### src/core_pkg.sv
`default_nettype none

package core_pkg;

    typedef enum logic [3:0] {
        MEN_X   = 4'd0,
        MEN_SB  = 4'd1,
        MEN_SH  = 4'd2,
        MEN_SW  = 4'd3,
        MEN_LB  = 4'd4,
        MEN_LBU = 4'd5,
        MEN_LH  = 4'd6,
        MEN_LHU = 4'd7,
        MEN_LW  = 4'd8
    } mem_op_e;

    typedef enum logic [3:0] {
        WB_X   = 4'd0,
        WB_ALU = 4'd1,
        WB_MEM = 4'd2,
        WB_PC  = 4'd3
    } wb_sel_e;

    localparam logic [31:0] INST_NOP  = 32'h0000_0013; // addi x0, x0, 0.
    localparam logic [31:0] REGPC_NOP = 32'hffff_ffff;

    typedef struct packed {
        logic        valid;
        logic [31:0] reg_pc;
        logic [31:0] inst;
        logic [31:0] rs2_data;
        logic [31:0] alu_out;    // also the memory address.
        logic        br_flg;
        logic [31:0] br_target;
        mem_op_e     mem_wen;
        logic        rf_wen;
        wb_sel_e     wb_sel;
        logic [4:0]  wb_addr;
        logic        jmp_flg;
    } ex_mem_t;

    typedef struct packed {
        logic        valid;
        logic [31:0] reg_pc;
        logic [31:0] inst;
        logic [31:0] read_data;  // already extended.
        logic [31:0] alu_out;
        logic        br_flg;
        logic [31:0] br_target;
        logic        rf_wen;
        wb_sel_e     wb_sel;
        logic [4:0]  wb_addr;
        logic        jmp_flg;
    } mem_wb_t;

    typedef struct packed {
        logic        start;
        logic        write;
        logic [31:0] addr;
        logic [31:0] wdata;
        logic [31:0] wmask;
    } mem_cmd_t;

endpackage

`default_nettype wire
### src/mem_stage.sv
`timescale 1ns/1ns
`default_nettype none

module mem_stage (
    input  wire                     clk,
    input  wire                     rst,
    input  wire core_pkg::ex_mem_t  ex_in,
    input  wire                     branch_hazard,
    output logic                    stall,
    output core_pkg::mem_cmd_t      mem_cmd,
    input  wire                     cmd_ready,
    input  wire  [31:0]             rdata,
    input  wire                     rdata_valid,
    output core_pkg::mem_wb_t       mem_out
);
    import core_pkg::*;

    typedef enum logic [1:0] {
        S_IDLE,
        S_WAIT_READY,
        S_WAIT_READ
    } state_e;

    state_e  state;
    state_e  cur_state;    // hazard forces idle.
    ex_mem_t cur;
    ex_mem_t save;
    mem_wb_t out_next;
    logic    cur_store;
    logic    cur_load;
    logic    save_store;
    logic    done_cur;
    logic    done_save;

    function automatic logic is_store_op(input mem_op_e op);
        return op == MEN_SB || op == MEN_SH || op == MEN_SW;
    endfunction

    function automatic logic [31:0] wmask_of(input mem_op_e op);
        case (op)
            MEN_SB:  return 32'h0000_00ff;
            MEN_SH:  return 32'h0000_ffff;
            default: return 32'hffff_ffff;
        endcase
    endfunction

    function automatic logic [31:0] load_ext(input mem_op_e op, input logic [31:0] d);
        case (op)
            MEN_LB:  return {{24{d[7]}}, d[7:0]};
            MEN_LBU: return {24'h0, d[7:0]};
            MEN_LH:  return {{16{d[15]}}, d[15:0]};
            MEN_LHU: return {16'h0, d[15:0]};
            default: return d;
        endcase
    endfunction

    function automatic mem_wb_t to_wb(input ex_mem_t b, input logic [31:0] rd);
        mem_wb_t w;
        w.valid     = b.valid;
        w.reg_pc    = b.reg_pc;
        w.inst      = b.inst;
        w.read_data = rd;
        w.alu_out   = b.alu_out;
        w.br_flg    = b.br_flg;
        w.br_target = b.br_target;
        w.rf_wen    = b.rf_wen;
        w.wb_sel    = b.wb_sel;
        w.wb_addr   = b.wb_addr;
        w.jmp_flg   = b.jmp_flg;
        return w;
    endfunction

    // a branch in writeback turns the incoming bundle into a bubble.
    always_comb begin
        cur = ex_in;
        if (branch_hazard) begin
            cur         = '0;
            cur.reg_pc  = REGPC_NOP;
            cur.inst    = INST_NOP;
            cur.mem_wen = MEN_X;
            cur.wb_sel  = WB_X;
        end
    end

    assign cur_state  = branch_hazard ? S_IDLE : state;
    assign cur_store  = cur.valid && is_store_op(cur.mem_wen);
    assign cur_load   = cur.valid && !is_store_op(cur.mem_wen) && cur.mem_wen != MEN_X;
    assign save_store = is_store_op(save.mem_wen);

    assign done_cur  = cur_state == S_IDLE && !cur_load && !(cur_store && !cmd_ready);
    assign done_save = (cur_state == S_WAIT_READY && save_store && cmd_ready) ||
                       (cur_state == S_WAIT_READ && rdata_valid);
    assign stall     = !(done_cur || done_save);

    always_comb begin
        mem_cmd = '0;
        case (cur_state)
            S_IDLE: begin
                mem_cmd.start = cur_store || cur_load;
                mem_cmd.write = cur_store;
                mem_cmd.addr  = cur.alu_out;
                mem_cmd.wdata = cur.rs2_data;
                mem_cmd.wmask = wmask_of(cur.mem_wen);
            end
            S_WAIT_READY: begin // reissue from the saved bundle.
                mem_cmd.start = cmd_ready;
                mem_cmd.write = save_store;
                mem_cmd.addr  = save.alu_out;
                mem_cmd.wdata = save.rs2_data;
                mem_cmd.wmask = wmask_of(save.mem_wen);
            end
            default: ;
        endcase
    end

    always_comb begin
        if (done_cur) begin
            out_next = to_wb(cur, 32'hffff_ffff);
        end else if (done_save && cur_state == S_WAIT_READ) begin
            out_next = to_wb(save, load_ext(save.mem_wen, rdata));
        end else if (done_save) begin
            out_next = to_wb(save, 32'hffff_ffff);
        end else begin
            out_next        = '0;
            out_next.reg_pc = REGPC_NOP;
            out_next.inst   = INST_NOP;
            out_next.wb_sel = WB_X;
        end
    end

    always_ff @(posedge clk) begin
        if (rst) begin
            state <= S_IDLE;
        end else begin
            case (cur_state)
                S_IDLE: begin
                    if (cur_load) begin
                        state <= cmd_ready ? S_WAIT_READ : S_WAIT_READY;
                    end else if (cur_store && !cmd_ready) begin
                        state <= S_WAIT_READY;
                    end else begin
                        state <= S_IDLE;
                    end
                end
                S_WAIT_READY: begin
                    if (cmd_ready) begin
                        state <= save_store ? S_IDLE : S_WAIT_READ;
                    end
                end
                S_WAIT_READ: begin
                    if (rdata_valid) begin
                        state <= S_IDLE;
                    end
                end
                default: state <= S_IDLE;
            endcase
        end
    end

    always_ff @(posedge clk) begin
        if (cur_state == S_IDLE) begin
            save <= cur;
        end
    end

    always_ff @(posedge clk) begin
        mem_out <= out_next;
        if (rst) begin
            mem_out.valid <= 1'b0;
        end
    end

endmodule

`default_nettype wire

### config.mk
export PLATFORM = sky130hd
export DESIGN_NAME = mem_stage
export DESIGN_NICKNAME = d
export VERILOG_FILES = /design/src/core_pkg.sv /design/src/mem_stage.sv
export SDC_FILE = /design/constraint.sdc
export NUM_CORES = 1
export LEC_CHECK = 0
export BUFFER_PORTS_ARGS = -buffer_cell sky130_fd_sc_hd__buf_2
export CAP_MARGIN = 40
export CORE_AREA = 2 2 187 189
export DETAILED_ROUTE_END_ITERATION = 16
export DIE_AREA = 0 0 189 191
export HOLD_SLACK_MARGIN = 0.1
export SETUP_SLACK_MARGIN = 0.3
export SYNTH_ARGS = -nofsm -noshare
export SYNTH_HDL_FRONTEND = slang
export SYNTH_SLANG_ARGS = --single-unit
### constraint.sdc
create_clock -name clk -period 11 [get_ports clk]
set_clock_uncertainty 0.05 [all_clocks]
set_input_delay 2.2 -clock clk [delete_from_list [all_inputs] [get_ports clk]]
set_output_delay 2.2 -clock clk [all_outputs]
set_load 0.005 [all_outputs]
======== After elaboration in Yosys (flattened, before gate mapping) ========
Index checks and enable logic that the tools add are counted.
Widths: inputs -> output; s select.
storage, ports and cells
  logic and storage cells ................. 79
  output and inout port bits .............. 272
  bits of input ports ..................... 214
  register bits after elaboration ......... 352
operators by class
  equal/unequal tests ..................... 14
  multiplexer cells ....................... 16
  reduce and logical (&&, ||, !) cells .... 25
operator list
  kind                count
  $mux 173            3
  $pmux 98 s2         1
  $mux 177            1
  $pmux 32 s2         2
  $pmux 32 s4         1
  $eq 4x2->1 const B  4
  $eq 4x3->1 const B  4
  $mux 2              6
  $logic_and 1x1->1   10
  $eq 4x1->1 const B  2
  $logic_or 1x1->1    7
  $pmux 2 s3          1
  $logic_not 1->1     5
  $ne 2x2->1 const B  2
  $reduce_bool 4->1   1
  $eq 2x1->1 const B  1
  $eq 2x2->1 const B  1
  $logic_not 2->1     1
  $reduce_and 2->1    1
  $mux 1              1

======== Longest topological paths before layout ========
  depth in word-level cells ............... 12
  depth in mapped cells ................... 8
  gate-level depth less buffers ........... 5

======== Worst setup path after synthesis ========
OpenSTA, ideal clock, no wires.
  path kind ............................... input-to-output
  start ................................... input port branch_hazard
  end ..................................... output port mem_cmd[32] (netlist bit)
  buffers on the path ..................... 2
  slack ................................... 633 ps
  arrival time ............................ 8117 ps
  stages .................................. 5
  required time ........................... 8750 ps
  cell sequence ........................... buf_2 > nor2_1 > inv_1 > clkbuf_1 > a22o_1
RTL lines
  what         RTL line         source
  from (decl)  mem_stage.sv:8   input wire branch_hazard,
  to (decl)    mem_stage.sv:10  output core_pkg::mem_cmd_t mem_cmd,

======== Final worst setup path ========
  start ................................... input port branch_hazard
  end ..................................... output port stall
between the ends
  longest elaborated chain between the ends .. 12
  elaborated cells on any way between the ends .. 26
  classes of those cells .................. 5 x eq/ne; 2 x mux; 19 x reduce/logical
RTL lines
  what                                      RTL line         source
  $mux 177                                  mem_stage.sv:76  if (branch_hazard) begin
  $eq 4x1->1 or $eq 4x2->1 (tied branches)  mem_stage.sv:36  return op == MEN_SB || op == MEN_SH || op == MEN_SW;
  $logic_or 1x1->1 (2 in series)            mem_stage.sv:36
  $logic_not 1->1                           mem_stage.sv:87  assign cur_load = cur.valid && !is_store_op(cur.mem_wen) && cur.mem_wen != MEN_X;
  $logic_and 1x1->1 (2 in series)           mem_stage.sv:87
  $logic_not 1->1                           mem_stage.sv:90  assign done_cur = cur_state == S_IDLE && !cur_load && !(cur_store && !cmd_ready);
  $logic_and 1x1->1 (2 in series)           mem_stage.sv:90
  $logic_or 1x1->1 (*)                      mem_stage.sv:93  assign stall = !(done_cur || done_save);
  $logic_not 1->1 (*)                       mem_stage.sv:93
  to (decl)                                 mem_stage.sv:9   output logic stall,
Mark *: on every way between the ends. The rest lies on a longest branch, timed or not.

==> reports/results.tsv <==
metric	value	unit
fin_tns_setup	0	ns
max_slew_margin	0.411	
start_kind	input pin	
numCtsBuffers	40	
arrival	4.85	ns
syn_inst	963	
drv_slew	0	
r2r-start	state[0]	
required	8.75	ns
grt.met2_usage	0.321	
synth_cell_type_count	45	
peakVddDrop	0.140	mV
grt_max_degree	139	
synthToLayoutAreaGrowth	30.4	%
wirelength	35.5	mm
p_total	0.00310	W
nets	1613	
rsz0062_at_grt	false	
cp_common_cell	buf_4	
cellLeakagePower	7.49	nW
synth_async_sr_flop_share	0	
rows	68	
reg2reg_depth	6	
synth_edf_count	177	
cts_hold_buf	0	
worst-r2r-setup-slack	7.63	ns
cts_tree	yes	
status	finished, final reports clean	
ant_nets	0	
r2r_end	save[160]	
critPathKind	input pin to output port	
place_congestion	0.916	
hold_path_depth	1	
antenna_found_initial	6	
start_util	0.381	
clk_latency	0.51	ns
cp-end-kind	output port	
ctsResizeCount	0	
syn-cell-area	13000	um2
p_per_area	183	nW/um2
via_count	9408	
hold_end	mem_out[27]	
dr.pass1.iters	5	
grt-busiest-layer	met2	
die_y	191	um
nFillCells	3103	
drtIter0Drc	466	
grtUsageMet3	0.0532	
synth-seq-cells	352	
dieWidth	189	um
synth-seq-area-share	0.678	
hold_class	flip-flop to flip-flop	
grtUsageTotal	0.185	
hold_violations	0	
grt_util_met1	0.219	
design.die.area	36100	um2
period_needed	7.10	ns
hp-start	save[31]	
grt_pass1_wl	52.0	mm
cts_buffer_depth	3	
cts.sinks	352	
coreArea	34100	um2
drive_above_1_share	0.412	
cts_setup_buffers	0	
tightest_slew	0.884	ns
grt_pass1_vias	9081	
htreeDepth	2	
yosys_warnings	0	
io_buffers	485	
slowest_delay	0.75	ns
drt-vias-per-instance	4.99	
crit_slowest_cell	buf_4	
path_max_fanout	77	
pin_count	486	
route.detailed.drc	0	
routedWlPerCell	18.8	um
grt.overflow.total	0	
postSynthAreaPerCell	13.5	um2
finalCritPeriodShare	0.646	
finalSetupViolCount	0	
cts_root_buffer	clkbuf_16	
ys.flop_type	edfxtp_1	
synth_nets	1177	
path_cells	buf_6 -> buf_4 -> nor3b_4 -> buf_4 -> a32o_1 -> a21oi_2 -> buf_4 -> and2_1 -> buf_2	
dp_hpwl	24.0	mm
path_clk_slew	0.06	ns
maxCapViolCount	0	
fmax	141	MHz
-- critical path: cells and delay by family --
kind / cells / cell delay (ns)
AND/OR/NAND/NOR: 2 / 0.24
buffers and inverters: 5 / 1.83
AO/OA/AOI/OAI: 2 / 0.45
-- cells by family (layout without fill, tap and decap cells) --
logic type,count (synthesis),in the layout,synth area share
flops,352,352,0.678
other cells,0,2,0
mux,1,1,0.000770
compound gates,279,279,0.169
simple gates,218,218,0.104
buf+inv,111,577,0.0459
xor+xnor,2,2,0.00135
-- Yosys cell counts (9+ instances only) --
cell type / number / area [um2]
nor2b_1: 141 / 882
buf_2: 24 / 120
o21ai_0: 26 / 130
dfxtp_1: 175 / 3500
edfxtp_1: 177 / 5320
a22o_1: 169 / 1480
nor2_1: 14 / 52.6
or2_1: 9 / 56.3
a21oi_1: 37 / 185
buf_4: 30 / 225
o22a_1: 35 / 307
clkbuf_1: 42 / 158
or2_2: 27 / 169
-- placed cells by master (no fill, tap or decap), types with 2 or more instances in the layout --
cell type,netlist,final
a21oi_1,37,37
a22o_1,169,169
buf_16,0,2
buf_2,24,484
buf_4,30,12
bufinv_16,0,5
clkbuf_1,42,17
clkbuf_16,0,41
clkbuf_8,0,4
clkinv_1,0,3
clkinv_2,0,2
dfxtp_1,175,175
diode_2,0,2
edfxtp_1,177,177
inv_1,5,4
nand2_1,3,3
nand2b_1,4,4
nor2_1,14,14
nor2b_1,141,141
nor3_1,2,2
o21ai_0,26,26
o21ai_1,5,5
o22a_1,35,35
o41ai_1,2,2
or2_1,9,9
or2_2,27,27
-- through the flow --
step           hold slack, ns  worst slack (ns)  cell area [um2]   util  std cells
6_report                0.412              3.90            16900  0.497       1886
5_1_grt                 0.422              3.69            16900  0.497       1885
4_1_cts                 0.416              3.87            16900  0.497       1884
3_5_place_dp            0.401              3.89            15600  0.458       1812
3_3_place_gp            0.399              3.79            15500  0.456       1808
2_1_floorplan           0.392             0.633            13000      -        963
-- flip-flops by register name (all words and copies together) (netlist names) --
| signal | flops |
|---|---|
| mem_out | 173 |
| save | 177 |
| state | 2 |
-- where the power goes --
group | internal [W] | switching, W
clock | 0.000830 | 0.000493
combinational | 0.000132 | 0.000142
sequential | 0.00147 | 0.0000273
-- layer usage --
layer	wire length [um]	part of all wire
met1	14000	0.40
met2	17600	0.50
met3	2740	0.077
met4	1050	0.030
met5	39	0.0011
-- how the worst max path moves through the flow --
stage | end | start | depth (start not counted)
after floorplan | mem_cmd[32] | branch_hazard | 5
after global placement | stall | branch_hazard | 6
after detailed placement | stall | branch_hazard | 9
after CTS | stall | branch_hazard | 9
after global routing | stall | branch_hazard | 9
final | stall | branch_hazard | 9
-- cell type report --
type                    instances  area (um2)  share of cell area
diodes                          2        5.00            0.000295
clock buffers                  62        1140              0.0676
clock inverters                10         171              0.0101
inverters                       5        26.3             0.00155
multi-input cells             500        3620               0.214
flip-flops and latches        352        8820               0.520
well taps                     455         569              0.0336
repair buffers                500        2590               0.153
(Power assumes the default switching activity.)
